<file path="src/rtl/convDataPkg.sv">
`default_nettype none

package convDataPkg;

    // Matrix element width, shared by both operand stores
    localparam int elemWidth = 16;

    // Full-precision product of two elements
    localparam int prodWidth = 2 * elemWidth;

    // Window sum with guard bits for up to 256 products
    localparam int accWidth = 40;

    typedef logic signed [elemWidth-1:0] elemT;

    typedef logic signed [prodWidth-1:0] prodT;

    // Also the width of the result port
    typedef logic signed [accWidth-1:0] accT;

endpackage

`default_nettype wire

</file>
<file path="src/rtl/macUnit.sv">
`default_nettype none

module macUnit
    import convDataPkg::*;
(
    input  logic clkIn,
    input  logic rstIn,
    input  elemT dataRdElem,
    input  elemT filtRdElem,
    input  logic prodValid,
    input  logic prodLast,
    output accT  sumOut,
    output logic sumValid
);

    // Tags aligned with the memory read data
    logic validD;
    logic lastD;

    // Product stage
    logic prodValidR;
    logic prodLastR;
    prodT prodR;

    // Sum of the window so far, excluding prodR
    accT accR;

    always_ff @(posedge clkIn) begin
        if (rstIn) begin
            validD     <= 1'b0;
            prodValidR <= 1'b0;
            accR       <= '0;
        end else begin
            validD     <= prodValid;
            prodValidR <= validD;
            // Start a fresh sum once the window is emitted
            if (prodValidR) begin
                accR <= prodLastR ? '0 : sumOut;
            end
        end
    end

    always_ff @(posedge clkIn) begin
        lastD     <= prodLast;
        prodLastR <= lastD;
        prodR     <= dataRdElem * filtRdElem;
    end

    assign sumOut   = accR + accT'(prodR);
    assign sumValid = prodValidR && prodLastR;

endmodule

`default_nettype wire

</file>
<file path="config.mk">
export PLATFORM = sky130hd
export DESIGN_NAME = macUnit
export DESIGN_NICKNAME = d
export VERILOG_FILES = /design/src/rtl/convDataPkg.sv /design/src/rtl/macUnit.sv
export SDC_FILE = /design/constraint.sdc
export NUM_CORES = 1
export LEC_CHECK = 0
export BUFFER_PORTS_ARGS = -buffer_cell sky130_fd_sc_hd__buf_2
export CORE_UTILIZATION = 42
export CTS_CLUSTER_SIZE = 30
export DETAILED_ROUTE_END_ITERATION = 8
export PLACE_DENSITY_LB_ADDON = 0.25
export SYNTH_ARGS = -nofsm -noshare
export SYNTH_HDL_FRONTEND = slang
export SYNTH_SLANG_ARGS = --single-unit
</file>
<file path="constraint.sdc">
create_clock -name clkIn -period 6.25 [get_ports clkIn]
set_clock_uncertainty 0.05 [all_clocks]
set_input_delay 0.3125 -clock clkIn [delete_from_list [all_inputs] [get_ports clkIn]]
set_output_delay 0.3125 -clock clkIn [all_outputs]
set_load 0.005 [all_outputs]
</file>
== Word-level counts from Yosys, hierarchy flattened ==
Cells that the tools add are included.
Widths: inputs -> output; s select.
Storage, ports and cells
  bits in registers: 76
  input bits: 36
Cells by class
  $add $sub $neg: 1
  reduce and logical (&&, ||, !) cells: 1
  multipliers: 1
  muxes and demuxes: 1
Operators by type and width (number)
  $add 40x32->40: 1
  $mux 40: 1
  $mul 16x16->32: 1
  $logic_and 1x1->1: 1

== Longest topological paths before layout ==
  word-level depth: 2
  mapped depth: 23
  mapped depth without buffers: 21

== Worst setup path before layout ==
No wires, ideal clock.
  path kind: input to register
  from: input dataRdElem[15]
  to: register prodR[30]
  arrival: 5.747 ns
  slack: 0.389 ns
  stages: 20
  setup time: 0.064 ns
  cell sequence: clkbuf_1 -> nand2_1 -> inv_1 -> fa_1 -> fa_1 -> fa_1 -> fa_1 -> fa_1 -> inv_1 -> fa_1 -> inv_1 -> ha_1 -> inv_1 -> o21bai_1 -> a21oi_1 -> o21ai_1 -> a41oi_1 -> a21boi_1 -> or4_1 -> nand4_1
On the way
  cells in the longest elaborated chain, start to end: 1
RTL lines
  from (decl): RTL line macUnit.sv:8  | input elemT dataRdElem,
  $mul 16x16->32: RTL line macUnit.sv:46  | prodR <= dataRdElem * filtRdElem;
  to (signal assigned): RTL line macUnit.sv:46
  to (decl): RTL line macUnit.sv:23  | prodT prodR;
Every way passes these cells.
A chain may end at the register's enable or synchronous reset.

== Worst setup path after layout ==
  from: input filtRdElem[2]
  to: register prodR[30]
On the way
  cells in the longest elaborated chain, start to end: 1
RTL lines
  from (decl): RTL line macUnit.sv:9  | input elemT filtRdElem,
  $mul 16x16->32: RTL line macUnit.sv:46
Every way passes these cells.

==> metrics.yaml <==
outcome: "complete, no violations"
vias: 11193
ys_seq_elements: 76
cts_tree: "done"
portBuffers: 76
syn_inst: 1651
start_kind: "input pin"
tightest_slew_ns: 0.972
synthMuxAreaShare: 0.000690
finalSetupTns_ns: 0
die_area_sq_um: 35300
ys_warn_count: 0
yosys.area_share.xor_xnor: 0.0356
grt.total_usage: 0.204
syn_nets: 2071
wl_per_cell_microns: 15.7
finalCritPeriodShare: 0.926
dp_hpwl_microns: 27600
grt_pass1_vias: 11956
drive_above_1_share: 0.0696
ctsHtreeMaxLevel: 3
fmax_ghz: 0.173
slew_violations: 0
gr-usage-met2: 0.383
grt_setup_unrepaired: "false"
required_ns: 6.48
layout_commonest_cell: "inv_1"
r2r_cells: 10
synth.distinct_cells: 66
min_from: "prodLast"
dieWidth_microns: 188
dp_slack_ns: 0.0872
antenna_found_initial: 0
synthAdderAreaFrac: 0.468
async_flop_share: 0
grtUsageMet3: 0.0161
ant_nets: 0
cts_buffers: 9
use_met1: 0.250
netlist_area_sq_um: 14500
fin_nets: 2111
ys_seq_area_frac: 0.105
reg2reg_slack_ns: 3.25
drc_errors: 0
diodes: 0
hold_path_depth: 1
grt_start_max_net_pins: 51
synth_compound_area_frac: 0.115
area_delta_synth_final_pct: 7.52
worstHoldEndpoint: "lastD"
rows: 67
reg2reg_to: "accR[32]"
ys.flop_type: "dfxtp_1"
finalHoldViolCount: 0
maxSlewHeadroom: 0.352
arrival_ns: 6.02
insertion_delay_ns: 0.34
grt-ovfl-total: 0
synth-simple-area-share: 0.183
start_util: 0.429
clk_pin_slew_ns: 0.07
final_cell_mix: "inv_1, fa_1, nand2_1, and2_1, ha_1"
grt_pass1_wl_microns: 58200
syn_area_per_cell_sq_um: 8.78
first_iter_violations: 579
die_h_microns: 188
synth_top_family_by_area: "adder cells"
reg2reg_from: "prodR[0]"
via_per_inst: 5.22
firstDrtPassIters: 5
cts_root_buf: "clkbuf_16"
top_usage_layer: "met2"
ctsResizeCount: 0
hold_class: "in2reg"
core_sq_um: 33800
ios: 77
max_cap_violations: 0
crit_type: "in2reg"
post_cts_buffers: 0
synth-edff-count: 0
critical_path.max_fanout: 16
cts_sinks: 76
hold_buffers: 0
cts_max_path_buffers: 2
cp-end-kind: "flip-flop"
timing.final.ws_setup_ns: 0.460
gp_congestion: 0.869
drt-total-wl_microns: 33700
setup_viol_count_final: 0
finalCriticalPeriod_ns: 5.79
==> final cells by class <==
class | count | area [sq um]
Clock buffer | 9 | 225
Inverter | 304 | 1140
Multi-Input combinational cell | 1213 | 11600
Fill cell | 3318 | 18200
Tap cell | 448 | 561
Timing Repair Buffer | 87 | 463
Sequential cell | 76 | 1520
Clock inverter | 7 | 57.6
==> cell families (layout without fill, tap and decap cells) <==
logic type / Yosys count / count (layout)
compound gates: 247 / 247
xor+xnor: 59 / 59
fa+ha+maj: 384 / 384
buf+inv: 362 / 407
flops: 76 / 76
mux: 1 / 1
simple gates: 522 / 522
==> cell usage after synthesis, drive strengths merged (3+ instances only) <==
master | number | area share
inv | 304 | 0.079
fa | 263 | 0.36
nand2 | 153 | 0.040
and2 | 136 | 0.059
ha | 121 | 0.10
a21oi | 92 | 0.032
nor2 | 87 | 0.023
dfxtp | 76 | 0.10
clkbuf | 57 | 0.015
xnor2 | 42 | 0.025
o21ai | 33 | 0.011
nor2b | 31 | 0.013
a21o | 28 | 0.015
nand3 | 24 | 0.0083
nand2b | 22 | 0.0095
nor3 | 17 | 0.0059
xor2 | 17 | 0.010
nand4 | 13 | 0.0056
a211oi | 10 | 0.0055
o21bai | 10 | 0.0052
nor3b | 8 | 0.0041
o211ai | 8 | 0.0045
o21a | 8 | 0.0041
and3 | 7 | 0.0030
a21boi | 6 | 0.0031
a31oi | 6 | 0.0026
o221ai | 6 | 0.0036
a211o | 5 | 0.0030
a31o | 5 | 0.0030
o211a | 5 | 0.0035
or3 | 5 | 0.0022
a2111oi | 4 | 0.0041
nand3b | 4 | 0.0021
and4 | 3 | 0.0018
nor4 | 3 | 0.0013
nor4b | 3 | 0.0018
o311ai | 3 | 0.0023
or4 | 3 | 0.0016
==> routing by layer <==
| metal | wire, microns | share of wire |
|---|---|---|
| met2 | 17600 | 0.52 |
| met3 | 897 | 0.027 |
| met1 | 14400 | 0.43 |
| met4 | 816 | 0.024 |
| met5 | 0 | 0 |
==> registers in the layout, summed over array words and instances (netlist names) <==
register,count
accR,40
lastD,1
prodLastR,1
prodR,32
prodValidR,1
validD,1
==> critical path: stages <==
cell	delay, ns
buf_2	0.20
and2_1	0.22
fa_1	0.54
inv_1	0.06
fa_1	0.46
fa_1	0.56
inv_1	0.06
fa_1	0.52
fa_1	0.52
inv_1	0.05
fa_1	0.47
inv_1	0.04
ha_1	0.36
a21o_1	0.21
a21o_1	0.17
a21oi_1	0.13
o21ai_1	0.07
a41oi_1	0.23
a21boi_1	0.20
or4_1	0.53
nand4_1	0.10
==> how the worst max path moves through the flow <==
stage	startpoint	to	slack [ns]	cells after the start
after floorplan	dataRdElem[15]	prodR[30]	0.39	20
after global placement	filtRdElem[2]	prodR[30]	0.19	21
after detailed placement	filtRdElem[2]	prodR[30]	0.09	21
after CTS	filtRdElem[2]	prodR[30]	0.44	21
after global routing	filtRdElem[1]	prodR[30]	0.19	19
final	filtRdElem[2]	prodR[30]	0.46	21
==> per-stage QoR <==
step / cell area [sq um] / cells / utilization / hold WS (ns)
floorplan: 14500 / 1651 / - / 0.260
global placement: 15300 / 2128 / 0.453 / 0.266
detailed placement: 15300 / 2128 / 0.453 / 0.266
CTS: 15600 / 2144 / 0.461 / 0.00888
global route: 15600 / 2144 / 0.461 / 0.0147
finish: 15600 / 2144 / 0.461 / 0.0169
Power is not shown: default switching activity piles up to over one toggle a cycle in this logic, so the estimate is an artifact.
