<file path="config.mk">
export PLATFORM = sky130hd
export DESIGN_NAME = resultFifo
export DESIGN_NICKNAME = d
export VERILOG_FILES = /design/src/rtl/convDataPkg.sv /design/src/rtl/resultFifo.sv
export SDC_FILE = /design/constraint.sdc
export NUM_CORES = 1
export LEC_CHECK = 0
export ABC_AREA = 0
export BUFFER_PORTS_ARGS = -buffer_cell sky130_fd_sc_hd__buf_2
export CAP_MARGIN = 40
export CORE_MARGIN = 3
export CORE_UTILIZATION = 45
export DETAILED_ROUTE_END_ITERATION = 8
export REMOVE_ABC_BUFFERS = 1
export SLEW_MARGIN = 20
export SYNTH_ARGS = -nofsm -noshare
export SYNTH_HDL_FRONTEND = slang
export SYNTH_SLANG_ARGS = --single-unit
</file>
<file path="constraint.sdc">
create_clock -name clkIn -period 3.5 [get_ports clkIn]
set_input_delay 0.7 -clock clkIn [delete_from_list [all_inputs] [get_ports clkIn]]
set_output_delay 0.7 -clock clkIn [all_outputs]
set_load 0.01 [all_outputs]
</file>
<file path="src/rtl/convDataPkg.sv">
`default_nettype none

package convDataPkg;

    // Matrix element width, shared by both operand stores
    localparam int elemWidth = 16;

    // Full-precision product of two elements
    localparam int prodWidth = 2 * elemWidth;

    // Window sum with guard bits for up to 256 products
    localparam int accWidth = 40;

    typedef logic signed [elemWidth-1:0] elemT;

    typedef logic signed [prodWidth-1:0] prodT;

    // Also the width of the result port
    typedef logic signed [accWidth-1:0] accT;

endpackage

`default_nettype wire

</file>
<file path="src/rtl/resultFifo.sv">
`default_nettype none

module resultFifo
    import convDataPkg::*;
#(
    parameter int fifoDepth = 16
) (
    input  logic clkIn,
    input  logic rstIn,
    input  accT  sumOut,
    input  logic sumValid,
    input  logic readyIn,
    output accT  dataOut,
    output logic validOut,
    output logic fifoRoom
);

    localparam int ptrWidth = $clog2(fifoDepth);

    // Covers every sum that can still be in the MAC pipeline
    localparam int fifoSlack = 4;
    localparam logic [ptrWidth:0] roomLimit = (ptrWidth + 1)'(fifoDepth - fifoSlack);

    accT                 fifoMem [fifoDepth];
    logic [ptrWidth-1:0] wrPtr;
    logic [ptrWidth-1:0] rdPtr;
    logic [ptrWidth:0]   count;
    logic                popEn;

    assign validOut = count != '0;
    assign popEn    = validOut && readyIn;
    assign dataOut  = fifoMem[rdPtr];
    assign fifoRoom = count < roomLimit;

    always_ff @(posedge clkIn) begin
        if (rstIn) begin
            wrPtr <= '0;
            rdPtr <= '0;
            count <= '0;
        end else begin
            if (sumValid) begin
                wrPtr <= wrPtr + 1'b1;
            end
            if (popEn) begin
                rdPtr <= rdPtr + 1'b1;
            end
            case ({sumValid, popEn})
                2'b10:   count <= count + 1'b1;
                2'b01:   count <= count - 1'b1;
                default: count <= count;
            endcase
        end
    end

    always_ff @(posedge clkIn) begin
        if (sumValid) begin
            fifoMem[wrPtr] <= sumOut;
        end
    end

endmodule

`default_nettype wire

</file>
# Yosys cells after proc, flatten, opt, wreduce, memory -nomap -nowiden
# Memory sizes are Yosys's and may differ from the RTL's. A register that Yosys moved wholly into a read port is not among the register bits.
# Index checks and enable logic that the tools add are counted.
totals:
  memories: 1
  latch_bits: 0
  rom_bits: 0
  output_inout_bits: 42
  reg_bits: 13
  mem_bits_rw: 640
mem_list:
  columns: ["name", "depth", "width", "rd", "rd_ports_with_merged_regs", "wr", "line", "source"]
  rows:
  - ["fifoMem", 16, 40, 1, 1, 1, "resultFifo.sv:24", "accT fifoMem [fifoDepth];"]
op_classes:
  n_shift: 0
  magnitude_cmp: 1
  n_mux: 5
  bitwise: 0
  n_reduce_logical: 3
  div: 0
  n_addsub: 4
  multipliers: 0
  eq_ne: 2
op_table:
  columns: ["cell", "n"]
  rows:
  - ["$pmux 5 s2", 1]
  - ["$add 4x1->4 const B", 2]
  - ["$mux 4", 2]
  - ["$add 5x1->5 const B", 1]
  - ["$lt 5x4->1 const B", 1]
  - ["$reduce_bool 5->1", 1]
  - ["$sub 5x1->5 const B", 1]
  - ["$eq 2x1->1 const B", 1]
  - ["$eq 2x2->1 const B", 1]
  - ["$mux 1", 2]
  - ["$reduce_bool 2->1", 1]
  - ["$logic_and 1x1->1", 1]

# Logic depth before layout (Yosys ltp)
depth:
  ltp_word: 4
  mapped_depth: 11

# Least setup slack after synthesis
# OpenSTA, ideal clock, no wires.
synth_timing:
  path_type: "register to register"
  start: "reg count[1]"
  end: "reg count[4]"
  period_less_slack_ps: 2947
  path_buffers: 1
  t_arrival_ps: 2812
  required_time_ps: 3366
  path_slack_ps: 553
  stages_incl_launch_ff: 12
  cell_sequence: "dfxtp_1 > or3_4 > o31ai_2 > inv_1 > ha_1 > clkbuf_2 > xor2_1 > ha_1 > nor2b_1 > o32ai_1 > mux2i_1 > or4_1"
synth_between:
  elab_chain_len: 4
synth_rtl:
  columns: ["element", "line", "source"]
  rows:
  - ["start: declaration", "resultFifo.sv:27", "logic [ptrWidth:0] count;"]
  - ["start signal: assignment", "resultFifo.sv:48", "2'b10: count <= count + 1'b1;"]
  - ["start signal: assignment", "resultFifo.sv:49", "2'b01: count <= count - 1'b1;"]
  - ["start signal: assignment", "resultFifo.sv:50", "default: count <= count;"]
  - ["parallel branches: the longest is 4 deep, another holds $sub 5x1->5", null, null]
# Parallel ways; which one is timed is not known.
# A chain may end at the register's enable or synchronous reset.

==> flow_summary.ini <==
[global_routing]
grt_usage_pct = 18.81
grt_pass1_vias = 12090
grt_pass1_wl_microns = 78800
antenna_found_initial = 5
grt_overflow_total = 0
grt_start_max_net_pins = 55

[yosys]
ys_warn_count = 0
yosysTopAreaCell = edfxtp_1
synth_area_leaders = edfxtp_1 77%, mux4_2 15%, a22oi_1 2.4%
synth_edf_count = 640
ys_ff_latch = 657
syn_area_per_cell_sq_um = 22.70
ys_seq_area_share_pct = 78.82
synthCells = 1093
synth_area_sq_um = 24820
synth_ff_type = edfxtp_1
synthArstFlopShare_pct = 0
yosysUniqueCellTypes = 37
yosysTopAreaCellShare_pct = 77.45

[setup_path]
cp_max_fo = 18
path_class = flip-flop to primary output
cp-start-kind = flip-flop
crit_arrival_ns = 2.59
worst_ep_required_time_ns = 2.80
endpoint_kind = primary output

[sta]
finClkSkew_ns = 0.01525
layout_min_cycle_time_ns = 3.289
whs_ns = 0.4503
setup_viol = 0
drv_slew = 0
worstMarginPinSlew_ns = 0.6897
max_freq_mhz = 304.1
hold_viol = 0
rsz0062_at_grt = false
relSlewSlack_pct = 54.02
timing.final.crit_share_pct = 93.96

[cts]
postCtsSetupRepairBufs = 0
path_clk_slew_ns = 0.05
htree_levels = 3
cts-resized-gates = 0
root_buffer = clkbuf_16
insertion_delay_ns = 0.58
cts_tree = built
numCtsBuffers = 70
cts_hold_buf = 0
clockBufferDepth = 3
numClockSinks = 657

[floorplan]
initial_utilization_pct = 45.75
core_sq_um = 54240
dieArea_sq_um = 58000
die-height_microns = 240.8
fp.dieW_microns = 240.8
ios = 86
num_rows = 85

[finish]
nets = 1277
area_growth_pct = 15.18
layout_common_cells = 640 x edfxtp_1, 160 x mux4_2, 85 x buf_2, 80 x a22oi_1, 71 x clkbuf_16
fillCellCount = 4183
layout_commonest_cell = edfxtp_1
multiInputGateArea_sq_um = 5032
seq_area_sq_um = 19570
layout-drive-gt1-share_pct = 30.93
fin_cells = 1974
fin_area_sq_um = 28580

[detailed_routing]
drc = 0
num_vias = 11500
postRouteAntennaNets = 0
wl_per_cell_microns = 26.93
drtPass1Iterations = 5
routed_wirelength_microns = 53160
vias_per_cell = 5.826
drt_iter0_drc = 1035

[placement]
port_buffers = 85
dp.cells = 1849
gp_congestion = 0.7113
detailed_place_hpwl_microns = 26100
dpl_cell_area_sq_um = 26460

[power]
pwr-share-seq_pct = 46.5
power_uw = 19130
ir_worst_vdd_v = 0.0003887
comb_power_share_pct = 17.4
p_leak_uw = 0.009039
p_int_uw = 14520
switching_power_uw = 4608
p_per_area_nw_per_um2 = 669.2
swShare_pct = 24.09
p_clk_share_pct = 36.1

[run]
max_cap_viol_count = 0

[hold_path]
hold_path.class = input port to flip-flop

[status]
status = completed
final cells by class:
type,instances,share of cell area [%]
Antenna cell,1,0.008755
Clock buffer,88,6.439
Clock inverter,36,0.9849
Inverter,6,0.07880
Multi-Input combinational cell,373,17.61
Sequential cell,657,68.46
Tap cell,696,3.047
Timing Repair Buffer,117,3.379
state kept, by name (all words and copies together), names as in the netlist, named ones only:
signal   cells
fifoMem    640
count        5
rdPtr        4
wrPtr        4
per-stage QoR:
step / TNS (ns) / setup slack, ns / utilization (%)
2_1_floorplan: -189.66 / -4.742 / -
3_3_place_gp: 0 / 0.5581 / 48.78
3_5_place_dp: 0 / 0.5364 / 48.78
4_1_cts: 0 / 0.1181 / 52.69
5_1_grt: 0 / 0.02882 / 52.69
6_report: 0 / 0.2113 / 52.70
layer usage:
layer	share of wire, %	wire length [microns]	vias up	global-route usage [%]
li1	-	-	4905	-
met1	44	23160	6189	27.08
met3	5.9	3113	87	3.622
met2	49	25860	311	29.91
met5	0.11	56	-	0
met4	1.8	976	8	5.178
logic make-up after synthesis:
group,count (synthesis),share of synthesized area (%)
muxes,164,14.69
AOI/OAI and AO/OA,95,2.834
adders and majority gates,8,0.4034
DFF,657,78.82
buffers and inverters,63,1.079
xor gates and xnor gates,8,0.2824
and+or+nand+nor,98,1.896
final timing paths:
| path | start | to | slack (ns) | depth (start not counted) |
|---|---|---|---|---|
| hold reg to reg | rdPtr[1]$_SDFFE_PP0N_ | flip-flop | 0.51 | 2 |
| setup / recovery | flip-flop | dataOut[24] | 0.21 | 5 |
| hold / removal | readyIn | flip-flop | 0.45 | 3 |
| setup reg to reg | count[1]$_SDFFE_PP0P_ | count[4]$_SDFFE_PP0P_ | 0.52 | 10 |
power groups by stage:
| stage | combinational [uW] | sequential [uW] | clock [uW] |
|---|---|---|---|
| after floorplan | 1850 | 9330 | 0 |
| after global placement | 3390 | 9050 | 0 |
| after detailed placement | 3420 | 9060 | 0 |
| after CTS | 3420 | 8890 | 7090 |
| after global routing | 3650 | 8910 | 7390 |
| final | 3330 | 8890 | 6910 |
worst max-delay path, stage by stage, from the launching register on:
cell and delay (ns):
dfxtp_4 0.47, buf_4 0.39, mux4_2 0.56, a22oi_1 0.22, nand2_1 0.17, buf_2 0.18
synth_stat cells (6+ instances only):
cell type and instances:
nor2_1 13, inv_1 6, nand2_1 44, and2_1 17
a22oi_1 80, edfxtp_1 640, buf_2 18, a21oi_1 6
clkbuf_1 34, xor2_1 6, dfxtp_1 17, ha_1 8
mux4_2 160
Note: power is estimated with default switching activity, not from simulation.
