$ cat config.mk
export PLATFORM = sky130hd
export DESIGN_NAME = convSequencer
export DESIGN_NICKNAME = d
export VERILOG_FILES = /design/src/rtl/convCtrlPkg.sv /design/src/rtl/convSequencer.sv
export SDC_FILE = /design/constraint.sdc
export NUM_CORES = 1
export LEC_CHECK = 0
export BUFFER_PORTS_ARGS = -buffer_cell sky130_fd_sc_hd__clkbuf_2
export CORE_ASPECT_RATIO = 0.8
export CORE_UTILIZATION = 50
export DETAILED_ROUTE_END_ITERATION = 10
export PLACE_DENSITY = 0.68
export REMOVE_ABC_BUFFERS = 1
export SETUP_SLACK_MARGIN = 0.05
export SLEW_MARGIN = 20
export SYNTH_ARGS = -nofsm -noshare
export SYNTH_HDL_FRONTEND = slang
export SYNTH_SLANG_ARGS = --single-unit
$ cat constraint.sdc
create_clock -name clkIn -period 5.03 [get_ports clkIn]
set_input_delay 0.503 -clock clkIn [delete_from_list [all_inputs] [get_ports clkIn]]
set_output_delay 0.503 -clock clkIn [all_outputs]
set_load 0.01 [all_outputs]
$ cat src/rtl/convCtrlPkg.sv
`default_nettype none

package convCtrlPkg;

    // Row or column count, 1 to 64
    localparam int dimWidth = 7;

    typedef logic [dimWidth-1:0] dimT;

    // Sequencer states
    typedef enum logic {
        seqIdle,
        seqCalc
    } seqStateT;

endpackage

`default_nettype wire

$ cat src/rtl/convSequencer.sv
`default_nettype none

module convSequencer
    import convCtrlPkg::*;
#(
    parameter int addrWidth = 10
) (
    input  logic                 clkIn,
    input  logic                 rstIn,
    input  logic                 startIn,
    input  dimT                  filtRowsIn,
    input  dimT                  filtColsIn,
    input  dimT                  dataRowsIn,
    input  dimT                  dataColsIn,
    input  logic                 fifoRoom,
    output logic [addrWidth-1:0] dataRdAddr,
    output logic [addrWidth-1:0] filtRdAddr,
    output logic                 prodValid,
    output logic                 prodLast
);

    seqStateT state;

    // Loop counters, innermost first
    dimT fcCnt;
    dimT frCnt;
    dimT ocCnt;
    dimT orCnt;

    // Limits and strides captured in idle
    dimT fcMax;
    dimT frMax;
    dimT ocMax;
    dimT orMax;
    dimT filtColsR;
    dimT dataColsR;

    // Counter stage
    dimT                  dataRowS1;
    dimT                  dataColS1;
    logic [addrWidth-1:0] filtRowS1;
    dimT                  filtColS1;
    logic                 validS1;
    logic                 lastS1;

    logic fcDone;
    logic frDone;
    logic ocDone;
    logic orDone;
    logic winEnd;
    logic runEnd;
    logic issue;

    assign fcDone = fcCnt == fcMax;
    assign frDone = frCnt == frMax;
    assign ocDone = ocCnt == ocMax;
    assign orDone = orCnt == orMax;
    assign winEnd = fcDone && frDone;
    assign runEnd = winEnd && ocDone && orDone;

    // Hold only at a window boundary when the FIFO is nearly full
    assign issue = (state == seqCalc) && (!winEnd || fifoRoom);

    always_ff @(posedge clkIn) begin
        if (rstIn) begin
            state     <= seqIdle;
            fcCnt     <= '0;
            frCnt     <= '0;
            ocCnt     <= '0;
            orCnt     <= '0;
            validS1   <= 1'b0;
            prodValid <= 1'b0;
        end else begin
            validS1   <= issue;
            prodValid <= validS1;
            case (state)
                seqIdle: begin
                    if (startIn) begin
                        state <= seqCalc;
                    end
                end
                seqCalc: begin
                    // Counters wrap to zero at the end of the run
                    if (issue) begin
                        fcCnt <= fcDone ? '0 : dimT'(fcCnt + 1'b1);
                        if (fcDone) begin
                            frCnt <= frDone ? '0 : dimT'(frCnt + 1'b1);
                        end
                        if (winEnd) begin
                            ocCnt <= ocDone ? '0 : dimT'(ocCnt + 1'b1);
                        end
                        if (winEnd && ocDone) begin
                            orCnt <= orDone ? '0 : dimT'(orCnt + 1'b1);
                        end
                        if (runEnd) begin
                            state <= seqIdle;
                        end
                    end
                end
                default: state <= seqIdle;
            endcase
        end
    end

    always_ff @(posedge clkIn) begin
        if (state == seqIdle) begin
            fcMax     <= dimT'(filtColsIn - 1'b1);
            frMax     <= dimT'(filtRowsIn - 1'b1);
            ocMax     <= dimT'(dataColsIn - filtColsIn);
            orMax     <= dimT'(dataRowsIn - filtRowsIn);
            filtColsR <= filtColsIn;
            dataColsR <= dataColsIn;
        end

        // Counter stage
        dataRowS1 <= dimT'(orCnt + frCnt);
        dataColS1 <= dimT'(ocCnt + fcCnt);
        filtRowS1 <= addrWidth'(frCnt) * addrWidth'(filtColsR);
        filtColS1 <= fcCnt;
        lastS1    <= winEnd;

        // Address stage, row-major
        dataRdAddr <= addrWidth'(dataRowS1) * addrWidth'(dataColsR) + addrWidth'(dataColS1);
        filtRdAddr <= filtRowS1 + addrWidth'(filtColS1);
        prodLast   <= lastS1;
    end

endmodule

`default_nettype wire

==> After elaboration in Yosys (flattened, before gate mapping) <==
Cells that the tools add are included.
{ "totals": {"regBits": 126, "latch_bits": 0, "mem_bits_rw": 0, "rom_bits": 0, "in_bits": 32, "out_inout_bits": 22, "elab_cells": 58, "mem_count": 0} }
{ "classes": {"n_addsub": 12, "multipliers": 2, "div": 0, "n_lt_le_gt_ge": 0, "eq_ne": 4, "shift": 0, "mux": 8, "bitwise": 1, "reduce_logical": 10} }
{ "op_table": {"columns": ["operator", "count"], "rows": [
  ["$add A7 B1 Y7 const B", 4],
  ["$eq A7 B7 Y1", 4],
  ["$mux W7", 4],
  ["$add A10 B7 Y10", 2],
  ["$mul A7 B7 Y10", 2],
  ["$add A7 B7 Y7", 2],
  ["$sub A7 B1 Y7 const B", 2],
  ["$sub A7 B7 Y7", 2],
  ["$reduce_and A3 Y1", 3],
  ["$logic_and A1 B1 Y1", 4],
  ["$mux W1", 3],
  ["$pmux W1 S2", 1],
  ["$reduce_and A2 Y1", 1],
  ["$logic_not A1 Y1", 1],
  ["$logic_or A1 B1 Y1", 1],
  ["$not A1 Y1", 1]
]} }

==> Longest topological paths before layout <==
{ "depth": {"depth_word": 7, "depth_mapped": 16} }

==> Worst setup path after synthesis <==
OpenSTA, ideal clock, no wires.
{ "synth_path": {"kind": "flip-flop to flip-flop", "start": "register frCnt[0]", "end": "register filtRowS1[9]", "setup_ns": 0.072, "t_arrival_ns": 3.848, "t_required_ns": 4.958, "slack_ns": 1.110, "path_stages_with_launch": 15, "n_path_buf": 1, "cell_sequence": "dfxtp_1 > clkbuf_1 > nand2_1 > fa_1 > fa_1 > inv_1 > fa_1 > inv_1 > fa_1 > inv_1 > ha_1 > nand2_1 > o21ai_0 > o41ai_1 > xnor2_1"} }
{ "synth_via": {"elab_chain_cells": 1} }
{ "synth_lines": {"columns": ["item", "line_no", "text"], "rows": [
  ["start, declared", "convSequencer.sv:26", "dimT frCnt;"],
  ["start signal, assigned", "convSequencer.sv:87", "frCnt <= frDone ? '0 : dimT'(frCnt + 1'b1);"],
  ["$mul A7 B7 Y10", "convSequencer.sv:118", "filtRowS1 <= addrWidth'(frCnt) * addrWidth'(filtColsR);"],
  ["end signal, assigned", "convSequencer.sv:118", null],
  ["end, declared", "convSequencer.sv:41", "logic [addrWidth-1:0] filtRowS1;"]
]} }
Every way passes these cells.
A chain may end at the register's enable or synchronous reset.

==> Final worst setup path <==
Same ends and word-level chain as after synthesis.

==> flow_summary.yaml <==
synthesis:
  yosysWarnings: 0
  synth_ff_type: "dfxtp_1"
  syn_inst: 793
  synthesis.area_um2: 8015
  ys_seq_elements: 126
  yosysSeqAreaShare_pct: 36.72
  async_flop_share_pct: 0
  syn_avg_cell_area_um2: 10.11
  synth-edff-count: 42
  ys_types: 46
cells_and_area:
  nFillCells: 1380
  multi_input_area_um2: 4606
  n_antenna_cell: 0
  final_cells: 1086
  layout_commonest_cell: "inv_1"
  area_growth_pct: 14.60
  final_nets: 1017
  layout.area.seq_um2: 2943
  drive_gt1_share_pct: 10.56
  layout_common_cells: "inv_1, dfxtp_1, ha_1"
setup_path:
  crit_chain: "nand2_1 -> fa_1 -> fa_1 -> inv_1 -> fa_1 -> inv_1 -> fa_1 -> inv_1 -> ha_1 -> nand2_1 -> o21ai_0 -> o41ai_1 -> xnor2_1"
  arrival_ns: 4.52
  path_common_cell: "fa_1"
  path_delay_family: "adder cells"
  cp_slowest_cell: "dfxtp_1"
  path_max_fanout: 14
  critical_path.max_stage_delay_ns: 0.62
  worst-path-buf-inv: 3
  required_ns: 5.38
  cp-end-kind: "flip-flop"
  critPathKind: "reg2reg"
  crit_path_start_kind: "flip-flop"
floorplanning:
  die_x_um: 143.6
  num_io_pins: 54
  fp.dieArea_um2: 16540
  fp.dieH_um: 115.2
  core.rowCount: 41
  core_area_um2: 15700
  start_util_pct: 51.06
clock_tree:
  cts_resized: 0
  post_cts.repair.setup_buffers: 0
  cts_tree: "yes"
  clock_latency_ns: 0.43
  path_clk_slew_ns: 0.06
  cts.path.max_buffers: 2
  clock_sinks: 126
  cts_buffers: 17
  cts_hold_buf: 0
  cts_root_buf: "clkbuf_16"
  h-tree-depth: 4
timing:
  setup_viol: 0
  grt_setup_unrepaired: "false"
  worstMarginPinSlew_ns: 0.9516
  slew_headroom_pct: 36.03
  fin_skew_ns: 0.007544
  min_period_ns: 4.164
  period_share_pct: 82.78
  fmax_mhz: 240.2
  finalHoldViolations: 0
  final_max_slew_viol_count: 0
  final.setup.tns_ns: 0
routing:
  finalWirelength_um: 15460
  vias: 5345
  wl_per_cell_um: 14.24
  dr_wl_met2_um: 6332
  highest_layer: "met4"
  wl_met3_um: 763
  dr.pass1.iters: 4
  drc: 0
  wl_met1_um: 8051
  ant_nets: 0
  drt_iter0_drc: 324
  avgViaCountPerCell: 4.922
global_routing:
  overflow: 0
  grt_pass1_wl_um: 25660
  grt_pass1_vias: 5140
  grtUsageTotal_pct: 20.70
  antenna_found_initial: 0
  grt_max_degree: 44
place:
  routabilityCongestion: 0.8396
  place_inst: 1054
  portBuffers: 53
  dpl.hpwl_um: 12000
pwr:
  cellPowerDensity_nw_per_um2: 282.7
  vdd_ir_drop_max_v: 0.0002498
  p_leak_uw: 0.004168
run:
  drv_cap: 0
status:
  status: "complete, no violations"
hold_path:
  hp-class: "in2reg"
==> kinds of logic (layout without fill, tap and decap cells) <==
logic type	Yosys count	in the layout	synth area share, %
multiplexers	1	1	0.1249
adder cells (fa/ha/maj)	127	127	24.51
AND/OR/NAND/NOR	226	226	14.78
flip-flops	126	126	36.72
AO/OA/AOI/OAI	83	83	6.494
XOR/XNOR	105	105	11.47
buffers and inverters	125	203	5.901
==> cell type report <==
| cell class | count | area share [%] |
|---|---|---|
| clock inverter | 10 | 1.185 |
| multi-input combinational | 542 | 50.14 |
| timing repair buffer | 56 | 3.133 |
| clock buffer | 22 | 5.871 |
| tap | 215 | 2.929 |
| inverter | 115 | 4.700 |
| sequential | 126 | 32.04 |
==> flip-flops by register name (all words and copies together) (netlist names) <==
register	cells
prodValid	1
orCnt	7
orMax	7
dataColsR	7
fcCnt	7
frMax	7
filtRdAddr	10
dataRowS1	7
fcMax	7
filtColsR	7
ocCnt	7
ocMax	7
filtColS1	7
lastS1	1
state	1
validS1	1
dataRdAddr	10
frCnt	7
prodLast	1
dataColS1	7
filtRowS1	10
==> Yosys cell counts (all sizes together) (7+ instances only) <==
cell      n  area (µm²)
clkbuf    7       26.28
nand3    10       50.05
nor3      8       40.04
nand2    54       202.7
and3      7       43.79
nor4      7       50.05
and2     53       331.6
xor2     31       271.5
xnor2    74       648.1
o21ai    22       110.1
nor2     43       161.4
ha       77       963.4
fa       50        1001
a21oi    25       125.1
a21o     11       82.58
inv     115       431.7
nand4    10       62.56
nor2b    11       68.82
dfxtp    84        1682
edfxtp   42        1261
==> where the power goes <==
group	internal (µW)	leakage [µW]	switching (µW)
combinational	65.7	0.00275	79.3
clock	822	0.000319	486
sequential	1110	0.00110	34.7
total	2000	0.00417	600
==> stage by stage <==
step                      cell area [µm²]  total power [µW]  setup WS [ns]  util, %  hold slack [ns]
after floorplan                      7974              1249          1.214        -           0.3096
after global placement               8537              1306          1.004    54.38           0.3125
after detailed placement             8537              1311         0.9020    54.38           0.3132
after CTS                            9185              2619         0.8827    58.51           0.2633
after global routing                 9185              2686         0.6868    58.51           0.2671
final                                9185              2596         0.8661    58.51           0.2743
==> routing by layer <==
metal,vias up,track usage (%)
met5,-,0
met4,0,8.085
met3,26,4.873
met2,118,29.29
met1,2467,30.38
li1,2734,-
==> path summary, 6_finish.rpt <==
path | startpoint | to | slack, ns | cells after the start
worst max register to register | frCnt[0] | filtRowS1[9] | 0.87 | 13
worst max-delay path | frCnt[0] | filtRowS1[9] | 0.87 | 13
worst min register to register | lastS1 | prodLast | 0.32 | 0
worst min-delay path | dataColsIn[5] | dataColsR[5] | 0.27 | 1
Note: power is estimated with default switching activity, not from simulation.
